`src/rsPkg.sv`:
```
`default_nettype none

package rsPkg;

    localparam int DATA_W   = 32;
    localparam int ROB_SIZE = 16;

    typedef logic [3:0]        robTag;
    typedef logic [DATA_W-1:0] dataWord;

    typedef enum logic [5:0] {
        ADD, SUB, AND, OR, XOR, SLL, SRL, SRA, SLT, SLTU,
        ADDI, ANDI, ORI, XORI, SLLI, SRLI, SRAI, SLTI, SLTIU,
        LUI, AUIPC,
        LB, LH, LW, LBU, LHU,
        SB, SH, SW,
        BEQ, BNE, BLT, BGE, BLTU, BGEU,
        JAL, JALR
    } instrName;

    // Compare codes leave 0/1 in bit 0 of the result
    typedef enum logic [3:0] {
        OP_ADD, OP_SUB, OP_AND, OP_OR, OP_XOR, OP_SLL, OP_SRL, OP_SRA,
        OP_LT, OP_LTU, OP_GE, OP_GEU, OP_EQ, OP_NE
    } aluOp;

    typedef struct packed {
        instrName name;
        dataWord  vj;
        dataWord  vk;
        dataWord  imm;   // Bit 0 holds the prediction for branches
        robTag    qj;
        robTag    qk;
        logic     qjWait;
        logic     qkWait;
        dataWord  rd;
        robTag    tag;
    } rsSlot;

    function automatic logic isBranch(instrName n);
        return n inside {BEQ, BNE, BLT, BGE, BLTU, BGEU};
    endfunction

    function automatic logic isStore(instrName n);
        return n inside {SB, SH, SW};
    endfunction

endpackage

`default_nettype wire

```
`src/commitUnit.sv`:
```
`timescale 1ns/1ns
`default_nettype none

module commitUnit (
    input  logic           clk,
    input  logic           rst,
    input  logic           clr,
    input  logic           doneValid,
    input  rsPkg::rsSlot   doneData,
    input  rsPkg::dataWord doneResult,
    output logic           robReady,
    output rsPkg::robTag   robAddr,
    output rsPkg::dataWord robA,
    output rsPkg::dataWord robRd,
    output logic           trainReady,
    output logic           trainResult
);
    import rsPkg::*;

    always_ff @(posedge clk) begin
        if (rst || clr) begin
            robReady   <= 1'b0;
            trainReady <= 1'b0;
        end else begin
            robReady   <= doneValid;
            trainReady <= doneValid && isBranch(doneData.name);
        end
    end

    always_ff @(posedge clk) begin
        if (doneValid) begin
            robAddr <= doneData.tag;
            if (isStore(doneData.name)) begin
                robA  <= doneData.vk;   // Store data
                robRd <= doneResult;    // Effective address
            end else begin
                robA  <= doneResult;
                robRd <= doneData.rd;
            end
            // Mispredict when prediction and outcome differ
            trainResult <= doneData.imm[0] ^ doneResult[0];
        end
    end

    // One write-back per finished operation
    singleDonePulse: assert property (@(posedge clk) disable iff (rst)
        doneValid |=> !doneValid);

endmodule

`default_nettype wire

```
`config.mk`:
```
export PLATFORM = sky130hd
export DESIGN_NAME = commitUnit
export DESIGN_NICKNAME = d
export VERILOG_FILES = /design/src/rsPkg.sv /design/src/commitUnit.sv
export SDC_FILE = /design/constraint.sdc
export NUM_CORES = 1
export LEC_CHECK = 0
export ABC_AREA = 1
export BUFFER_PORTS_ARGS = -buffer_cell sky130_fd_sc_hd__buf_2
export CELL_PAD_IN_SITES_DETAIL_PLACEMENT = 1
export CELL_PAD_IN_SITES_GLOBAL_PLACEMENT = 2
export CORE_ASPECT_RATIO = 1.25
export CORE_MARGIN = 5
export CORE_UTILIZATION = 24
export CTS_BUF_LIST = sky130_fd_sc_hd__clkbuf_4
export DETAILED_ROUTE_END_ITERATION = 8
export PLACE_DENSITY_LB_ADDON = 0.1
export SKIP_LAST_GASP = 1
export SYNTH_ARGS = -nofsm -noshare
export SYNTH_HDL_FRONTEND = slang
export SYNTH_SLANG_ARGS = --single-unit
```
`constraint.sdc`:
```
create_clock -name clk -period 1.75 [get_ports clk]
set_input_delay 0.35 -clock clk [delete_from_list [all_inputs] [get_ports clk]]
set_output_delay 0.35 -clock clk [all_outputs]
set_load 0.02 [all_outputs]
```
# Word-level counts from Yosys, hierarchy flattened
# Index checks and enable logic that the tools add are counted.
# Widths: inputs -> output; s select.
# totals
n_memories	0
romBits	0
ff_bits	71
ramBits	0
latch_bits	0
# classes
mux	2
n_bitwise	1
eq_ne	9
mul	0
n_div	0
n_reduce_logical	4
magnitude_cmp	0
shift	0
add_sub_neg	0
# op_table
operator	count
$mux 32	2
$eq 6x5->1 const B	6
$eq 6x6->1 const B	3
$reduce_bool 6->1	1
$reduce_bool 3->1	1
$logic_and 1x1->1	1
$logic_or 1x1->1	1
$xor 1x1->1	1

# Longest topological paths before layout
# depth
ltp_word	3
mapped_depth	8

# Worst setup path before layout
# OpenSTA, ideal clock, no wires.
# synth_timing
path_type	in2reg
from	input port doneData[145] in the netlist's numbering
to	register robA[14], data pin
required_time_ns	1.498
path_buffers	2
arrival_ns	0.935
slack_ns	0.563
cell_stages	8
cell_sequence	nand2_1 -> inv_2 -> nand2_2 -> nand2_4 -> buf_12 -> buf_6 -> nand3_1 -> nand2_1
# synth_between
elab_chain_len	3
elab_cells_between_ends	5
# synth_lines
element	line_no	text
start: declaration	commitUnit.sv:9	input rsPkg::rsSlot doneData,
$eq 6x5->1	rsPkg.sv:45	return n inside {SB, SH, SW};
$reduce_bool 3->1 *	rsPkg.sv:45	
$mux 32 *	commitUnit.sv:33	if (isStore(doneData.name)) begin
end signal: assignment	commitUnit.sv:34	robA <= doneData.vk;
end signal: assignment	commitUnit.sv:37	robA <= doneResult;
end: declaration	commitUnit.sv:13	output rsPkg::dataWord robA,
# Every way passes the cells marked *; elsewhere a longest branch is shown, timed or not.
# A chain may end at the register's enable or synchronous reset.

# Final worst setup path
# layout_timing
from	register robRd[3]
to	output port robRd[3]
# layout_lines
element	line_no	text
start: declaration	commitUnit.sv:14	output rsPkg::dataWord robRd,
start signal: assignment	commitUnit.sv:35	robRd <= doneResult;
start signal: assignment	commitUnit.sv:38	robRd <= doneData.rd;
# No word-level cell between the ends.

==> metrics.csv <==
metric,value,unit
hp-class,input port to flop,
grt_pass1_vias,3133,
synth_xor_area_share,0.263,%
tns,0,ns
path_clk_slew,0.13,ns
timing_worst_slew_pin_value,0.461,ns
worstPathRequired,1.40,ns
initial_core_util,24.3,%
cap_viol_max_count,0,
critical_path_class,flop to output pin,
cp_max_fo,1,
die_h,142,um
clock_path_buffers,2,
setup_ws,0.403,ns
run_status,finished clean,
drtIter0Drc,94,
cp_top_family,flip-flops,
portBuffers,181,
hold-path-cell-count,1,
io_pins,255,
vias,2848,
cp_num_buf_inv,1,
die_w,115,um
setup_violations,0,
max_freq,0.742,GHz
wirelength,10700,um
postRouteAntennaNets,0,
cts_tree,built,
busiest_layer,met2,
synth_nets,488,
ctsHtreeMaxLevel,3,
synth_seq_cells,71,
syn_avg_cell_area,10.9,um2
grt_max_degree,71,
ir_drop,0.330,mV
crit_chain,buf_2,
gr-usage-met3,5.67,%
fp.coreArea,13700,um2
syn_inst,304,
gp_congestion,0.698,
fin_nets,668,
max_stage_delay,0.41,ns
synth_cell_type_count,19,
drc_errors,0,
critPathSlowestCell,edfxtp_1,
fillers,1631,
routed_via_density,4.28,
synth_fa_ha_area_share,0,%
syn_area,3320,um2
hpwl,7790,um
placementRows,48,
crit_path_end_kind,output pin,
synth-compound-area-share,0.151,%
crit_arrival,1.00,ns
dp_slack,0.206,ns
fin_crit,1.35,ns
grt_pass1_wl,16400,um
synth-simple-area-share,29.7,%
rsz0062_at_grt,false,
grt_overflow,0,
synth_top_family_by_area,simple AND/OR/NAND/NOR gates,
cellPowerDensity,936,nW/um2
post_cts_resized,0,
grt_antenna_before_repair,3,
first_pass_iters,4,
cts_sinks,71,
ys_seq_area_share,63.5,%
wl_per_cell,16.0,um
grt_util_met2,22.7,%
drive_gt1_share,47.0,%
power.leakage,0.00219,uW
grt_use_total,13.3,%
startpoint_type,flop,
cts_root_buf,clkbuf_4,
syn_to_final_growth,38.1,%
use_met1,14.7,%
hold_viol,0,
finalCritPeriodShare,77.0,%
path_depth,1,
ys_warn_count,0,
synth.area.mux_share,0,%
drv_slew,0,
cts_buffers,9,
design.die.area,16300,um2
slew_headroom,69.3,%
cts_hold_buf,0,
cts_setup_buffers,0,
power breakdown:
| part | internal (uW) | switching [uW] |
|---|---|---|
| Combinational | 255 | 465 |
| Clock | 882 | 637 |
| Sequential | 2030 | 31.8 |
area by class of cell:
cell class,count,area (um2),share of cell area [%]
inverter,5,18.8,0.409
clock inverter,6,133,2.89
timing repair buffer,189,1030,22.5
clock buffer,10,75.1,1.63
antenna,1,2.50,0.0545
sequential,71,2110,46.0
multi-input combinational,208,1000,21.8
tap,175,219,4.77
cells by family after synthesis:
group | Yosys count
simple gates | 206
xor+xnor | 1
compound gates | 1
buf+inv | 25
flops | 71
worst paths after layout:
check	end	start
worst max-delay path	robRd[3]	robRd[3]
worst min-delay path	robAddr[3]	doneData[3]
metal layers:
metal  vias to the layer above  wire length (um)
met4                         4               182
met1                      1328              4120
li1                       1391                 -
met2                       110              5290
met5                         -                34
met3                        15              1030
synth_stat cells, drive strengths merged:
| master | instances | area, um2 |
|---|---|---|
| nand2 | 134 | 521 |
| edfxtp | 69 | 2070 |
| nand3 | 66 | 430 |
| buf | 20 | 193 |
| inv | 5 | 18.8 |
| nor2 | 5 | 28.8 |
| dfxtp | 2 | 40.0 |
| a21oi | 1 | 5.00 |
| nand3b | 1 | 7.51 |
| xor2 | 1 | 8.76 |
placed cells by master (no fill, tap or decap):
cell,count
xor2_1,1
clkinv_1,1
buf_2,180
nand3_1,46
nand3b_1,1
dfxtp_1,2
clkbuf_4,10
diode_2,1
buf_12,5
nand3_2,20
nor2_1,3
inv_2,1
bufinv_16,4
nand2_1,131
edfxtp_1,69
buf_4,4
nor2_2,1
nor2_4,1
clkinv_4,1
nand2_2,1
inv_1,4
nand2_4,2
a21oi_1,1
state kept, by name (all words and copies together) (netlist names):
signal,cells
robA,32
trainReady,1
trainResult,1
robReady,1
robAddr,4
robRd,32
stage by stage:
step | area [um2] | hold WS [ns] | util, % | total power [uW] | instances
after floorplan | 3320 | 0.449 | - | 2490 | 304
after global placement | 4380 | 0.527 | 32.0 | 2830 | 648
after detailed placement | 4380 | 0.529 | 32.0 | 2840 | 648
after CTS | 4590 | 0.0441 | 33.5 | 4370 | 664
after global routing | 4590 | 0.0287 | 33.5 | 4520 | 665
final | 4590 | 0.0892 | 33.5 | 4300 | 665
(Power assumes the default switching activity.)
