**config.mk**
```make
export PLATFORM = sky130hd
export DESIGN_NAME = aluDispatch_flat
export DESIGN_NICKNAME = d
export VERILOG_FILES = /design/src/rsPkg.sv /design/src/rsIssueIf.sv /design/src/aluDispatch.sv /design/src/flat_wrapper.sv
export SDC_FILE = /design/constraint.sdc
export NUM_CORES = 1
export LEC_CHECK = 0
export BUFFER_PORTS_ARGS = -buffer_cell sky130_fd_sc_hd__buf_2
export CAP_MARGIN = 20
export CORE_AREA = 2 2 173 175
export DETAILED_ROUTE_END_ITERATION = 16
export DIE_AREA = 0 0 175 177
export PLACE_DENSITY = 0.58
export SLEW_MARGIN = 10
export SYNTH_ARGS = -nofsm -noshare
export SYNTH_HDL_FRONTEND = slang
export SYNTH_SLANG_ARGS = --single-unit
```
**constraint.sdc**
```tcl
create_clock -name clk -period 7.5 [get_ports clk]
set_input_delay 0.75 -clock clk [delete_from_list [all_inputs] [get_ports clk]]
set_output_delay 0.75 -clock clk [all_outputs]
set_load 0.03 [all_outputs]
```
**src/rsPkg.sv**
```systemverilog
`default_nettype none

package rsPkg;

    localparam int DATA_W   = 32;
    localparam int ROB_SIZE = 16;

    typedef logic [3:0]        robTag;
    typedef logic [DATA_W-1:0] dataWord;

    typedef enum logic [5:0] {
        ADD, SUB, AND, OR, XOR, SLL, SRL, SRA, SLT, SLTU,
        ADDI, ANDI, ORI, XORI, SLLI, SRLI, SRAI, SLTI, SLTIU,
        LUI, AUIPC,
        LB, LH, LW, LBU, LHU,
        SB, SH, SW,
        BEQ, BNE, BLT, BGE, BLTU, BGEU,
        JAL, JALR
    } instrName;

    // Compare codes leave 0/1 in bit 0 of the result
    typedef enum logic [3:0] {
        OP_ADD, OP_SUB, OP_AND, OP_OR, OP_XOR, OP_SLL, OP_SRL, OP_SRA,
        OP_LT, OP_LTU, OP_GE, OP_GEU, OP_EQ, OP_NE
    } aluOp;

    typedef struct packed {
        instrName name;
        dataWord  vj;
        dataWord  vk;
        dataWord  imm;   // Bit 0 holds the prediction for branches
        robTag    qj;
        robTag    qk;
        logic     qjWait;
        logic     qkWait;
        dataWord  rd;
        robTag    tag;
    } rsSlot;

    function automatic logic isBranch(instrName n);
        return n inside {BEQ, BNE, BLT, BGE, BLTU, BGEU};
    endfunction

    function automatic logic isStore(instrName n);
        return n inside {SB, SH, SW};
    endfunction

endpackage

`default_nettype wire

```
**src/rsIssueIf.sv**
```systemverilog
`timescale 1ns/1ns
`default_nettype none

interface rsIssueIf #(
    parameter int RS_SIZE = 16
);
    import rsPkg::*;

    localparam int IDX_W = $clog2(RS_SIZE);

    logic             pickValid;
    logic [IDX_W-1:0] pickSlot;
    rsSlot            pickData;
    logic             take;         // Issue pickSlot this cycle
    logic             releaseValid; // Free releaseSlot this cycle
    logic [IDX_W-1:0] releaseSlot;

    modport entryTable (output pickValid, pickSlot, pickData,
                        input  take, releaseValid, releaseSlot);

    modport dispatch (input  pickValid, pickSlot, pickData,
                      output take, releaseValid, releaseSlot);

endinterface

`default_nettype wire

```
**src/aluDispatch.sv**
```systemverilog
`timescale 1ns/1ns
`default_nettype none

module aluDispatch #(
    parameter int RS_SIZE = 16
) (
    input  logic           clk,
    input  logic           rst,
    input  logic           clr,
    rsIssueIf.dispatch     issue,
    output logic           aluReady,
    output rsPkg::dataWord lv,
    output rsPkg::dataWord rv,
    output rsPkg::aluOp    op,
    input  logic           aluSuccess,
    input  rsPkg::dataWord result,
    output logic           doneValid,
    output rsPkg::rsSlot   doneData,
    output rsPkg::dataWord doneResult
);
    import rsPkg::*;

    localparam int IDX_W = $clog2(RS_SIZE);

    logic             inFlight;
    logic [IDX_W-1:0] flightSlot;
    rsSlot            flightData;
    dataWord          nextLv;
    dataWord          nextRv;
    aluOp             nextOp;

    assign issue.take         = issue.pickValid && !inFlight;
    assign doneValid          = aluSuccess && inFlight; // Stray success ignored
    assign issue.releaseValid = doneValid;
    assign issue.releaseSlot  = flightSlot;
    assign doneData           = flightData;
    assign doneResult         = result;

    always_comb begin
        case (issue.pickData.name)
            ADD, SUB, AND, OR, XOR, SLL, SRL, SRA, SLT, SLTU,
            BEQ, BNE, BLT, BGE, BLTU, BGEU: begin
                nextLv = issue.pickData.vj;
                nextRv = issue.pickData.vk;
            end
            LUI: begin
                nextLv = '0;
                nextRv = issue.pickData.imm;
            end
            AUIPC: begin
                nextLv = issue.pickData.vj;   // Carries the pc
                nextRv = {issue.pickData.imm[DATA_W-1:12], 12'b0};
            end
            JAL: begin
                nextLv = issue.pickData.vk;
                nextRv = {issue.pickData.imm[DATA_W-1:1], 1'b0};
            end
            default: begin                    // Immediates, memory, JALR
                nextLv = issue.pickData.vj;
                nextRv = issue.pickData.imm;
            end
        endcase

        case (issue.pickData.name)
            SUB:               nextOp = OP_SUB;
            AND, ANDI:         nextOp = OP_AND;
            OR, ORI:           nextOp = OP_OR;
            XOR, XORI:         nextOp = OP_XOR;
            SLL, SLLI:         nextOp = OP_SLL;
            SRL, SRLI:         nextOp = OP_SRL;
            SRA, SRAI:         nextOp = OP_SRA;
            SLT, SLTI, BLT:    nextOp = OP_LT;
            SLTU, SLTIU, BLTU: nextOp = OP_LTU;
            BGE:               nextOp = OP_GE;
            BGEU:              nextOp = OP_GEU;
            BEQ:               nextOp = OP_EQ;
            BNE:               nextOp = OP_NE;
            default:           nextOp = OP_ADD;  // Address and link sums too
        endcase
    end

    always_ff @(posedge clk) begin
        if (rst || clr) begin
            inFlight <= 1'b0;
            aluReady <= 1'b0;
        end else begin
            aluReady <= issue.take;
            if (issue.take)
                inFlight <= 1'b1;
            else if (doneValid)
                inFlight <= 1'b0;
        end
    end

    // Operands hold until the next launch
    always_ff @(posedge clk) begin
        if (issue.take) begin
            flightSlot <= issue.pickSlot;
            flightData <= issue.pickData;
            lv         <= nextLv;
            rv         <= nextRv;
            op         <= nextOp;
        end
    end

    // No launch with an operand still owed by the ROB
    issueOperandsCaptured: assert property (@(posedge clk) disable iff (rst)
        issue.take |-> !issue.pickData.qjWait && !issue.pickData.qkWait);

endmodule

`default_nettype wire

```
**src/flat_wrapper.sv**
```systemverilog
// flat-port wrapper written by rule: the top's interface ports become plain ports
module aluDispatch_flat import rsPkg::*;
#(
    parameter int RS_SIZE = 16
)
  (clk, rst, clr, aluReady, lv, rv, op, aluSuccess, result, doneValid, doneData, doneResult, issue_pickValid, issue_pickSlot, issue_pickData, issue_take, issue_releaseValid, issue_releaseSlot);
  rsIssueIf #(.RS_SIZE(RS_SIZE)) issue_i ();
  input  logic clk;
  input  logic rst;
  input  logic clr;
  output logic aluReady;
  output rsPkg::dataWord lv;
  output rsPkg::dataWord rv;
  output rsPkg::aluOp op;
  input  logic aluSuccess;
  input  rsPkg::dataWord result;
  output logic doneValid;
  output rsPkg::rsSlot doneData;
  output rsPkg::dataWord doneResult;
  input wire logic [$bits(issue_i.pickValid)-1:0] issue_pickValid;
  input wire logic [$bits(issue_i.pickSlot)-1:0] issue_pickSlot;
  input wire logic [$bits(issue_i.pickData)-1:0] issue_pickData;
  output wire logic [$bits(issue_i.take)-1:0] issue_take;
  output wire logic [$bits(issue_i.releaseValid)-1:0] issue_releaseValid;
  output wire logic [$bits(issue_i.releaseSlot)-1:0] issue_releaseSlot;
  assign issue_i.pickValid = issue_pickValid;
  assign issue_i.pickSlot = issue_pickSlot;
  assign issue_i.pickData = issue_pickData;
  assign issue_take = issue_i.take;
  assign issue_releaseValid = issue_i.releaseValid;
  assign issue_releaseSlot = issue_i.releaseSlot;
  aluDispatch #(.RS_SIZE(RS_SIZE)) u_core (.clk(clk), .rst(rst), .clr(clr), .issue(issue_i), .aluReady(aluReady), .lv(lv), .rv(rv), .op(op), .aluSuccess(aluSuccess), .result(result), .doneValid(doneValid), .doneData(doneData), .doneResult(doneResult));
endmodule
```
==> Yosys cells after proc, flatten, opt, wreduce, memory -nomap -nowiden <==
Memories as Yosys holds them, arrays and structs flattened. A register that Yosys moved wholly into a read port is not among the register bits.
Cells that the tools add are included.
{ "totals": {"regBits": 218, "mem_bits_ro": 256, "in_bits": 189, "out_inout_bits": 256, "wordCells": 45, "memories": 1} }
{ "memory_table": {"columns": ["memory", "words", "width", "read_ports", "rd_clocked_by_memory_dff", "write_ports", "line", "rtl"], "rows": [
  ["(name not given)", 64, 4, 1, 1, 0, "aluDispatch.sv:64", "case (issue.pickData.name)"]
]} }
{ "classes": {"n_eq_ne": 18, "muxes": 4, "n_reduce_logical": 7} }
{ "op_table": {"columns": ["operator", "count"], "rows": [
  ["32-bit one-hot mux with 3 select lines", 1],
  ["32-bit one-hot mux with 2 select lines", 1],
  ["6-bit by 5-bit equality test with 1-bit output, second input constant", 5],
  ["6-bit by 3-bit equality test with 1-bit output, second input constant", 4],
  ["6-bit equality test, second input constant", 4],
  ["16-bit OR reduction", 1],
  ["6-bit by 2-bit equality test with 1-bit output, second input constant", 2],
  ["6-bit by 4-bit equality test with 1-bit output, second input constant", 2],
  ["6-bit by 1-bit equality test with 1-bit output, second input constant", 1],
  ["6-bit zero test", 1],
  ["1-bit logical AND", 2],
  ["1-bit 2-to-1 mux", 2],
  ["2-bit nonzero test", 1],
  ["1-bit zero test", 1],
  ["1-bit logical OR", 1]
]} }

==> Depth between registers and ports, before layout <==
Gate-level depths: netlist (run 1).
{ "logic_depth": {"ltp_word": 3, "ltp_mapped": 8, "ltp_nobuf": 6} }

==> Worst setup path after synthesis (run 1) <==
No wires, ideal clock.
{ "synth_timing": {"kind": "input to output", "startpoint": "input issue_pickValid", "endpoint": "output issue_take", "t_arrival_ps": 5258, "setup_slack_ps": 1492, "path_stages": 2, "cell_sequence": "nand2b_1 -> inv_1"} }
{ "synth_between": {"elab_chain_cells": 1} }
{ "synth_lines": {"columns": ["element", "line", "rtl"], "rows": [
  ["start, declared", "flat_wrapper.sv:20", "input wire logic [$bits(issue_i.pickValid)-1:0] issue_pickValid;"],
  ["1-bit logical AND", "aluDispatch.sv:32", "assign issue.take = issue.pickValid && !inFlight;"],
  ["end, declared", "flat_wrapper.sv:23", "output wire logic [$bits(issue_i.take)-1:0] issue_take;"]
]} }
No other way between the ends.

==> Final worst setup path (run 1) <==
{ "layout_timing": {"startpoint": "register u_core.inFlight", "endpoint": "output issue_take"} }
{ "layout_between": {"elab_chain_cells": 2} }
{ "layout_lines": {"columns": ["element", "line", "rtl"], "rows": [
  ["start, declared", "aluDispatch.sv:25", "logic inFlight;"],
  ["start signal, assigned", "aluDispatch.sv:84", "inFlight <= 1'b0;"],
  ["start signal, assigned", "aluDispatch.sv:89", "inFlight <= 1'b1;"],
  ["start signal, assigned", "aluDispatch.sv:91", "inFlight <= 1'b0;"],
  ["1-bit zero test", "aluDispatch.sv:32", null],
  ["1-bit logical AND", "aluDispatch.sv:32", null]
]} }
No other way between the ends.

==> reports/metrics.cfg, run 1 <==
[worst_setup_path]
end_kind = primary output
worst_ep_arrival_time_ns = 2.07
crit_chain = nand2b_1 > inv_8 > buf_2
rrSetupSlack_ns = 5.00
worst-path-buf-inv = 2
crit_type = reg -> out
worst_path_largest_cell_delay_ns = 0.54
rr_startpoint = u_core.inFlight$_SDFFE_PP0P_
start_kind = register
cpLargestDelayFamily = buffers and inverters
r2r-end = u_core.rv[26]$_DFFE_PP_
critPathRequiredTime_ns = 6.75
ff2ff_path_depth = 3
critical_path.slowest_cell = inv_8
crit_fanout = 102

[yosys]
ys_seq_area_share_pct = 82.90
ys_warn_count = 0
synth_nets = 598
synth_top_cell_area_share_pct = 82.40
synth_edf_count = 220
ys_async_sr_fraction_pct = 0
synth_cells = 403
avgSynthCellArea_um2 = 19.90
syn_area_um2 = 8018
synth_seq_cells = 222
yosysTopAreaCell = edfxtp_1
ys_types = 39
synth_flop_cell = edfxtp_1
synthTopCellsByArea = edfxtp_1, a22o_1, buf_4

[timing]
tns_ns = 0
fin_skew_ns = 0.005466
rsz0062_at_grt = no
worst_slack_ns = 4.678
max_freq_ghz = 0.3543
period_share_pct = 37.63
fin_crit_ns = 2.822
hold_viol = 0
relSlewSlack_pct = 30.73
tightest_slew_ns = 1.033
slew_viol_final = 0
setup_viol = 0

[min_path]
min-delay-start = issue_pickData[0]
hold_path_end = u_core.doneData[0]$_DFFE_PP_
hold_path.class = in -> reg
min_path_cells = 1

[detailed_routing]
dr_wl_met3_mm = 1.864
viasPerCell = 4.428
drtIter0Drc = 266
top_layer = met4
remaining_drc_errors = 0
wl_met1_mm = 8.257
drtPass1Iterations = 4
wl_mm = 22.37
vias = 5181
wl_per_cell_um = 19.12
dr_wl_met2_mm = 11.42
ant_nets = 0

[global_routing]
grt_antenna_before_repair = 1
grt_first_pass_wirelength_mm = 31.42
grt_start_max_net_pins = 103
grt_pass1_vias = 5137
grt_usage_pct = 13.36
gr-total-overflow = 0

[floorplanning]
die_x_um = 175
initial_core_util_pct = 27.42
top_level_ports = 445
rows = 63
die_y_um = 177
design.core.area_um2 = 29240
dieArea_um2 = 30980

[pwr]
finalPower_w = 0.003091
leakage_nw = 4.600
irDropWorstVdd_mv = 0.1292
powerDensity_nw_per_um2 = 282.6

[finish]
final_cells = 1170
fin_area_um2 = 10940
final_common_cell = buf_2
mostFrequentLayoutCells = buf_2, edfxtp_1, a22o_1
finalNetCount = 956
area_growth_pct = 36.39
drive_gt1_share_pct = 55.46
nFillCells = 2837

[place]
gp_congestion = 0.7774
place_area_um2 = 10080
hpwl_mm = 15.88
place_inst = 1124
dp_slack_ns = 4.572
numPortBuffers = 380

[cts]
cts.clk_slew.worst_paths_ns = 0.06
ctsHtreeMaxLevel = 1
root_buffer = clkbuf_16
worstSkewPairLatency_ns = 0.50
cts-hold-fix-buffers = 0
post-cts-setup-buffers = 0
cts-resized-gates = 0
cts_tree = yes
clock-sinks = 222
clockBufferDepth = 3
cts_made_buffers = 24

[status]
status = finished, final reports clean

[run]
maxCapViolations = 0

[layer usage]
metal  vias up  global-route usage, %
li1       2310                      -
met4         0                  5.972
met1      2527                  15.18
met3        68                  3.114
met2       276                  23.95
met5         -                      0
[report_power, final]
group	total, W	internal [W]	leakage (nW)	switching (W)
Clock	0.00122	0.000745	0.401	0.000473
Combinational	0.000392	0.000111	2.05	0.000282
Sequential	0.00148	0.00146	2.15	0.0000177
Total	0.00309	0.00232	4.60	0.000772
[worst max-delay path by stage]
stage                                            start                endpoint  slack (ns)  depth (start not counted)
final                     u_core.inFlight$_SDFFE_PP0P_              issue_take        4.68                          3
after CTS                 u_core.inFlight$_SDFFE_PP0P_              issue_take        4.67                          3
after global placement             issue_pickData[143]  u_core.rv[0]$_DFFE_PP_        4.63                          6
after floorplan                        issue_pickValid              issue_take        1.49                          2
after global routing      u_core.inFlight$_SDFFE_PP0P_              issue_take        4.57                          3
after detailed placement           issue_pickData[143]  u_core.lv[1]$_DFFE_PP_        4.57                          4
[synth_stat cells, types with 2 or more instances]
cell	number
edfxtp_1	220
o21ai_1	2
dfxtp_1	2
buf_4	35
buf_6	4
clkbuf_1	4
inv_1	3
nor2_1	5
o21ai_0	2
nand2b_1	5
nand2_1	5
a22o_1	63
nor3_1	5
a311oi_1	3
a31o_2	2
ha_1	6
a21oi_1	4
nand3_1	4
buf_2	9
[metrics by stage]
stage,util (%),hold slack (ns)
6_report,37.39,0.4165
5_1_grt,37.39,0.3924
4_1_cts,37.29,0.3887
3_5_place_dp,34.48,0.4941
3_3_place_gp,34.48,0.4719
2_1_floorplan,-,0.4525
[cell families (layout without fill, tap and decap cells)]
logic type,Yosys count,after routing,synth area share [%]
flops,222,222,82.90
fa+ha+maj,6,6,0.9363
buf+inv,55,431,4.728
simple gates,33,33,2.232
other cells,0,1,0
mux,1,1,0.1404
compound gates,85,85,8.958
xor+xnor,1,1,0.1093
[area by class of cell]
| type | count | area [µm²] | area share [%] |
|---|---|---|---|
| flip-flops and latches | 222 | 6646 | 60.78 |
| diodes | 1 | 2.502 | 0.02288 |
| well taps | 390 | 488.0 | 4.462 |
| inverters | 3 | 18.77 | 0.1716 |
| clock inverters | 17 | 187.7 | 1.716 |
| clock buffers | 27 | 633.1 | 5.789 |
| multi-input cells | 126 | 1007 | 9.211 |
| repair buffers | 384 | 1952 | 17.85 |
[registers in the layout, summed over array words and instances, names as in the netlist]
signal                    count
u_core.rv                    32
u_core.inFlight               1
u_core.lv                    32
u_core.doneData             148
u_core.op                     4
u_core.aluReady               1
u_core.issue.releaseSlot      4
(Power assumes the default switching activity.)
==> run 2: changes to the inputs <==
==> constraint.sdc (replaced) <==
create_clock -name clk -period 2.65 [get_ports clk]
set_input_delay 0.265 -clock clk [delete_from_list [all_inputs] [get_ports clk]]
set_output_delay 0.265 -clock clk [all_outputs]
set_load 0.03 [all_outputs]
==> run 2 against run 1 <==
Effect of this change: global-route usage is 1.6 points higher; flip-flop and latch count stayed put; first-iteration DRC count is 9.4% higher.
==> reports/metrics.cfg, run 2 (synthesis gave the netlist of run 1 again) <==
[timing]
setup_viol = 0  ; unchanged
fin_skew_ns = 0.004852  ; -0.0006147 ns
relSlewSlack_pct = 64.66  ; +34 points
fin_crit_ns = 2.151
period_share_pct = 81.18
slew_viol_final = 0  ; unchanged
hold_viol = 0  ; unchanged
max_freq_ghz = 0.4648
tightest_slew_ns = 0.5295  ; -0.5032 ns
rsz0062_at_grt = no
worst_slack_ns = 0.4988  ; -4.179 ns

[global_routing]
grt_start_max_net_pins = 86  ; -17%
grt_first_pass_wirelength_mm = 35.21  ; +12%
gr-total-overflow = 0  ; unchanged
grt_usage_pct = 14.92  ; +1.6 points
grt_pass1_vias = 5875  ; +14%
grt_antenna_before_repair = 0  ; -1

[worst_setup_path]
crit_fanout = 36  ; -65%
ff2ff_path_depth = 4  ; +1
rrSetupSlack_ns = 1.00  ; -4.00 ns
crit_type = reg -> out
worst_ep_arrival_time_ns = 1.89  ; -0.18 ns
rr_startpoint = u_core.inFlight$_SDFFE_PP0P_
r2r-end = u_core.lv[27]$_DFFE_PP_
critPathRequiredTime_ns = 2.38  ; -4.37 ns
start_kind = register
end_kind = primary output

[pwr]
finalPower_w = 0.008949  ; +190%
leakage_nw = 5.268  ; +15%
irDropWorstVdd_mv = 0.5479  ; +320%
powerDensity_nw_per_um2 = 716.2  ; +150%

[finish]
area_growth_pct = 55.84
mostFrequentLayoutCells = buf_2, edfxtp_1, dlygate4sd3_1
finalNetCount = 1114  ; +17%
largest_register_ffs = 148  ; unchanged
diodes = 0  ; -1
final_common_cell = buf_2
drive_gt1_share_pct = 47.86  ; -7.6 points

[floorplanning]
die_x_um = 175  ; unchanged
initial_core_util_pct = 27.42  ; unchanged
top_level_ports = 445  ; unchanged
rows = 63  ; unchanged
design.core.area_um2 = 29240  ; unchanged
dieArea_um2 = 30980  ; unchanged
die_y_um = 177  ; unchanged

[run]
maxCapViolations = 0  ; unchanged

[min_path]
min-delay-start = issue_pickData[119]
min_path_cells = 1  ; unchanged
hold_path_end = u_core.doneData[119]$_DFFE_PP_
hold_path.class = in -> reg

[place]
gp_congestion = 0.7587  ; -2.4%
dp_slack_ns = 0.4571  ; -4.115 ns
numPortBuffers = 380  ; unchanged
hpwl_mm = 16.86  ; +6.1%

[status]
status = finished, final reports clean

[cts]
clockBufferDepth = 3  ; unchanged
cts.clk_slew.worst_paths_ns = 0.06  ; about the same
clock-sinks = 222  ; unchanged
worstSkewPairLatency_ns = 0.50  ; about the same
cts-hold-fix-buffers = 142  ; +142
ctsHtreeMaxLevel = 1  ; unchanged
cts_tree = yes
root_buffer = clkbuf_16
cts-resized-gates = 0  ; unchanged
cts_made_buffers = 24  ; unchanged
post-cts-setup-buffers = 0  ; unchanged

[detailed_routing]
ant_nets = 0  ; unchanged
viasPerCell = 4.333  ; -2.1%
remaining_drc_errors = 0  ; unchanged
drtIter0Drc = 291  ; +9.4%
wl_mm = 24.70  ; +10%
wl_per_cell_um = 18.62  ; -2.6%
drtPass1Iterations = 4  ; unchanged
vias = 5746  ; +11%

-- run 2: power breakdown --
group          total (W)  switching [W]  internal [W]
Sequential       0.00419      0.0000539       0.00414
Combinational    0.00132       0.000846      0.000475
Clock            0.00344        0.00133       0.00211
-- run 2: critical path, stage by stage (launching register included) --
cell and delay, ns:
dfxtp_2 0.34, nand2b_4 0.14, clkinvlp_4 0.33, buf_12 0.30, buf_2 0.22
-- run 2: per-stage QoR --
stage	hold WS, ns	area (µm²)	TNS (ns)	std cells	util [%]
3_5_place_dp	0.4405	10240	0	1139	35.01
6_report	0.01728	12490	0	1326	42.72
3_3_place_gp	0.4347	10240	0	1139	35.01
5_1_grt	0.002968	12490	0	1326	42.72
4_1_cts	0.001943	12470	0	1324	42.66
2_1_floorplan	0.3303	8030	-352.60	403	-
-- run 2: area by class of cell --
type / count / area, µm²
Fill cell: 2632 / 16750
Sequential cell: 222 / 6648
Timing Repair Buffer: 542 / 3516
Multi-Input combinational cell: 126 / 1015
Clock buffer: 30 / 644.4
Tap cell: 390 / 488.0
Clock inverter: 13 / 168.9
Inverter: 3 / 15.01
-- run 2: metal layers --
layer	part of all wire, %	track usage (%)	vias to the layer above
li1	-	-	2621
met1	37	17.05	2756
met2	51	26.66	299
met3	8.2	3.630	70
met4	3.8	6.285	0
met5	0	0	-
-- run 2: worst max path at each step --
stage,start,endpoint,slack (ns),depth (start not counted)
detailed placement,issue_pickData[142],u_core.rv[8]$_DFFE_PP_,0.46,8
CTS,u_core.inFlight$_SDFFE_PP0P_,issue_take,0.47,4
global route,u_core.inFlight$_SDFFE_PP0P_,issue_take,0.37,4
global placement,issue_pickData[142],u_core.rv[13]$_DFFE_PP_,0.50,8
floorplan,u_core.inFlight$_SDFFE_PP0P_,u_core.doneData[0]$_DFFE_PP_,-1.60,2
finish,u_core.inFlight$_SDFFE_PP0P_,issue_take,0.50,4
==> run 3: changes to the inputs <==
--- a/config.mk
+++ b/config.mk
@@ -10,7 +10,7 @@
 export CORE_AREA = 2 2 173 175
 export DETAILED_ROUTE_END_ITERATION = 16
 export DIE_AREA = 0 0 175 177
-export PLACE_DENSITY = 0.58
+export PLACE_DENSITY = 0.6
 export SLEW_MARGIN = 10
 export SYNTH_ARGS = -nofsm -noshare
 export SYNTH_HDL_FRONTEND = slang
==> constraint.sdc (replaced) <==
create_clock -name clk -period 1.8 [get_ports clk]
set_input_delay 0.18 -clock clk [delete_from_list [all_inputs] [get_ports clk]]
set_output_delay 0.18 -clock clk [all_outputs]
set_load 0.03 [all_outputs]
==> run 3 against run 2 <==
Effect of this change: routed wire length fell by 0.94%; clock power grew 41%; global-route usage down 0.28 points; clock skew increased by 0.0085 ns; total power grew 46%; sequential share of layout area down 1.4 points; flip-flop and latch count stayed put; combinational power grew 55%; utilization up 1.1 points; critical path depth is the same; die area did not move; first-iteration DRC count increased by 22%.
==> reports/metrics.cfg, run 3 (synthesis gave the netlist of run 1 again) <==
[cts]
cts_tree = yes
cts_made_buffers = 23  ; -4.2%
ctsHtreeMaxLevel = 1  ; unchanged
worstSkewPairLatency_ns = 0.52  ; +0.02 ns
root_buffer = clkbuf_16
cts.clk_slew.worst_paths_ns = 0.06  ; about the same
clock-sinks = 222  ; unchanged
clockBufferDepth = 3  ; unchanged

[worst_setup_path]
critical_path.slowest_cell = dfxtp_2
cp.depth = 4  ; unchanged
worst_ep_arrival_time_ns = 1.46  ; -0.43 ns
crit_chain = nand2b_4 > clkinvlp_4 > buf_12 > clkbuf_4
cpLargestDelayFamily = buffers and inverters
ff2ff_path_depth = 5  ; +1
crit_start = u_core.inFlight$_SDFFE_PP0P_
crit_fanout = 16  ; -56%
crit_type = reg -> out
end_kind = primary output
crit_end = issue_take
critPathRequiredTime_ns = 1.62  ; -0.76 ns
worst_path_largest_cell_delay_ns = 0.32  ; -0.02 ns
r2r-end = u_core.doneData[66]$_DFFE_PP_
start_kind = register
rrSetupSlack_ns = 0.27  ; -0.73 ns
worst-path-buf-inv = 3  ; unchanged
rr_startpoint = u_core.inFlight$_SDFFE_PP0P_

[finish]
fin_area_um2 = 12830  ; +2.7%
area_growth_pct = 59.97
drive_gt1_share_pct = 48.70  ; +0.84 points
post-route-util_pct = 43.86  ; +1.1 points
final_cells = 1356  ; +2.3%
mostFrequentLayoutCells = buf_2, edfxtp_1, dlygate4sd3_1
largest_register_ffs = 148  ; unchanged
final_common_cell = buf_2
finalNetCount = 1143  ; +2.6%

[detailed_routing]
remaining_drc_errors = 0  ; unchanged
wl_mm = 24.46  ; -0.94%
viasPerCell = 4.372  ; +0.88%
drtPass1Iterations = 5  ; +1
wl_met1_mm = 8.825  ; -3.5%
top_layer = met4
vias = 5928  ; +3.2%
dr_wl_met2_mm = 12.95  ; +2.9%
wl_per_cell_um = 18.04  ; -3.1%
dr_wl_met3_mm = 1.935  ; -4.7%
ant_nets = 0  ; unchanged
drtIter0Drc = 355  ; +22%

[timing]
rsz0062_at_grt = no
slew_viol_final = 0  ; unchanged
setup_viol = 0  ; unchanged
hold_viol = 0  ; unchanged
max_freq_ghz = 0.6113
relSlewSlack_pct = 76.95  ; +12 points
fin_crit_ns = 1.636
tightest_slew_ns = 0.3431  ; -0.1864 ns
fin_hold_ws_ns = 0.1305  ; +0.1132 ns
fin_skew_ns = 0.01339  ; +0.008534 ns
worst_slack_ns = 0.1642  ; -0.3345 ns
period_share_pct = 90.88

[pwr]
p_sw_w = 0.003280  ; +47%
internal_power_w = 0.009790  ; +46%
seq_power_share_pct = 47.2  ; +0.4 points
powerDensity_nw_per_um2 = 1019  ; +42%
irDropWorstVdd_mv = 0.5759  ; +5.1%
leakage_nw = 5.438  ; +3.2%
clkPwrFrac_pct = 37.2  ; -1.2 points
swShare_pct = 25.10  ; +0.24 points
pwr-share-comb_pct = 15.6  ; +0.8 points

[place]
place_inst = 1159  ; +1.8%
gp_congestion = 0.8122  ; +7.1%
dp_slack_ns = -0.1990  ; -0.6561 ns
numPortBuffers = 380  ; unchanged
hpwl_mm = 16.81  ; -0.25%
place_area_um2 = 10490  ; +2.4%

[global_routing]
grt_antenna_before_repair = 1  ; +1
gr-total-overflow = 0  ; unchanged
grt_pass1_vias = 6002  ; +2.2%
grt_start_max_net_pins = 41  ; -52%
grt_first_pass_wirelength_mm = 34.79  ; -1.2%
grt_usage_pct = 14.64  ; -0.28 points

[floorplanning]
die_x_um = 175  ; unchanged
die_y_um = 177  ; unchanged
top_level_ports = 445  ; unchanged
initial_core_util_pct = 27.42  ; unchanged
dieArea_um2 = 30980  ; unchanged
design.core.area_um2 = 29240  ; unchanged
rows = 63  ; unchanged

[min_path]
min-delay-start = issue_pickData[147]
hold_path.class = in -> reg

[status]
status = finished, final reports clean

[run]
maxCapViolations = 0  ; unchanged

run 3: worst min path at each step:
| stage | to | slack (ns) | cells after the start |
|---|---|---|---|
| finish | u_core.doneData[147]$_DFFE_PP_ | 0.13 | 2 |
| floorplan | u_core.inFlight$_SDFFE_PP0P_ | 0.25 | 1 |
| global route | u_core.doneData[147]$_DFFE_PP_ | 0.13 | 2 |
| CTS | u_core.doneData[147]$_DFFE_PP_ | 0.1 | 2 |
| global placement | u_core.inFlight$_SDFFE_PP0P_ | 0.36 | 2 |
| detailed placement | u_core.inFlight$_SDFFE_PP0P_ | 0.36 | 2 |
run 3: through the flow:
| step | power [W] | TNS, ns |
|---|---|---|
| global placement | 0.008022 | -5.145 |
| CTS | 0.01320 | 0 |
| global route | 0.01353 | 0 |
| floorplan | 0.007449 | -540.36 |
| detailed placement | 0.008040 | -5.763 |
| finish | 0.01307 | 0 |
run 3: worst reg2reg max path, cell delays in order, from the launching register on:
cell        delay (ns)
dfxtp_2           0.32
nand2b_4          0.15
clkinvlp_4        0.09
buf_4             0.15
buf_12            0.24
buf_12            0.27
run 3: repair_timing:
item	in CTS	in global routing
hold endpoints to repair	209	0
resized for setup	0	1
hold buffers	152	0
setup buffers	0	1
endpoints found under the setup margin	0	1
run 3: layout make-up:
cell class	count	area, µm²
Clock buffer	25	583.1
Clock inverter	17	193.9
Inverter	3	15.01
Multi-Input combinational cell	126	1015
Timing Repair Buffer	572	3881
Fill cell	2547	16420
Sequential cell	222	6648
Antenna cell	1	2.502
Tap cell	390	488.0
run 3: power by group through the flow:
stage               logic, W  clock network, W  registers [W]
floorplan           0.000463                 0        0.00699
global placement     0.00175                 0        0.00627
detailed placement   0.00177                 0        0.00627
CTS                  0.00203           0.00500        0.00617
global route         0.00215           0.00518        0.00620
finish               0.00204           0.00486        0.00617
run 3: layer usage:
metal,up-vias,global-route usage (%)
met1,2879,16.50
met2,289,26.81
met4,0,5.799
met5,-,0
met3,69,3.329
li1,2691,-
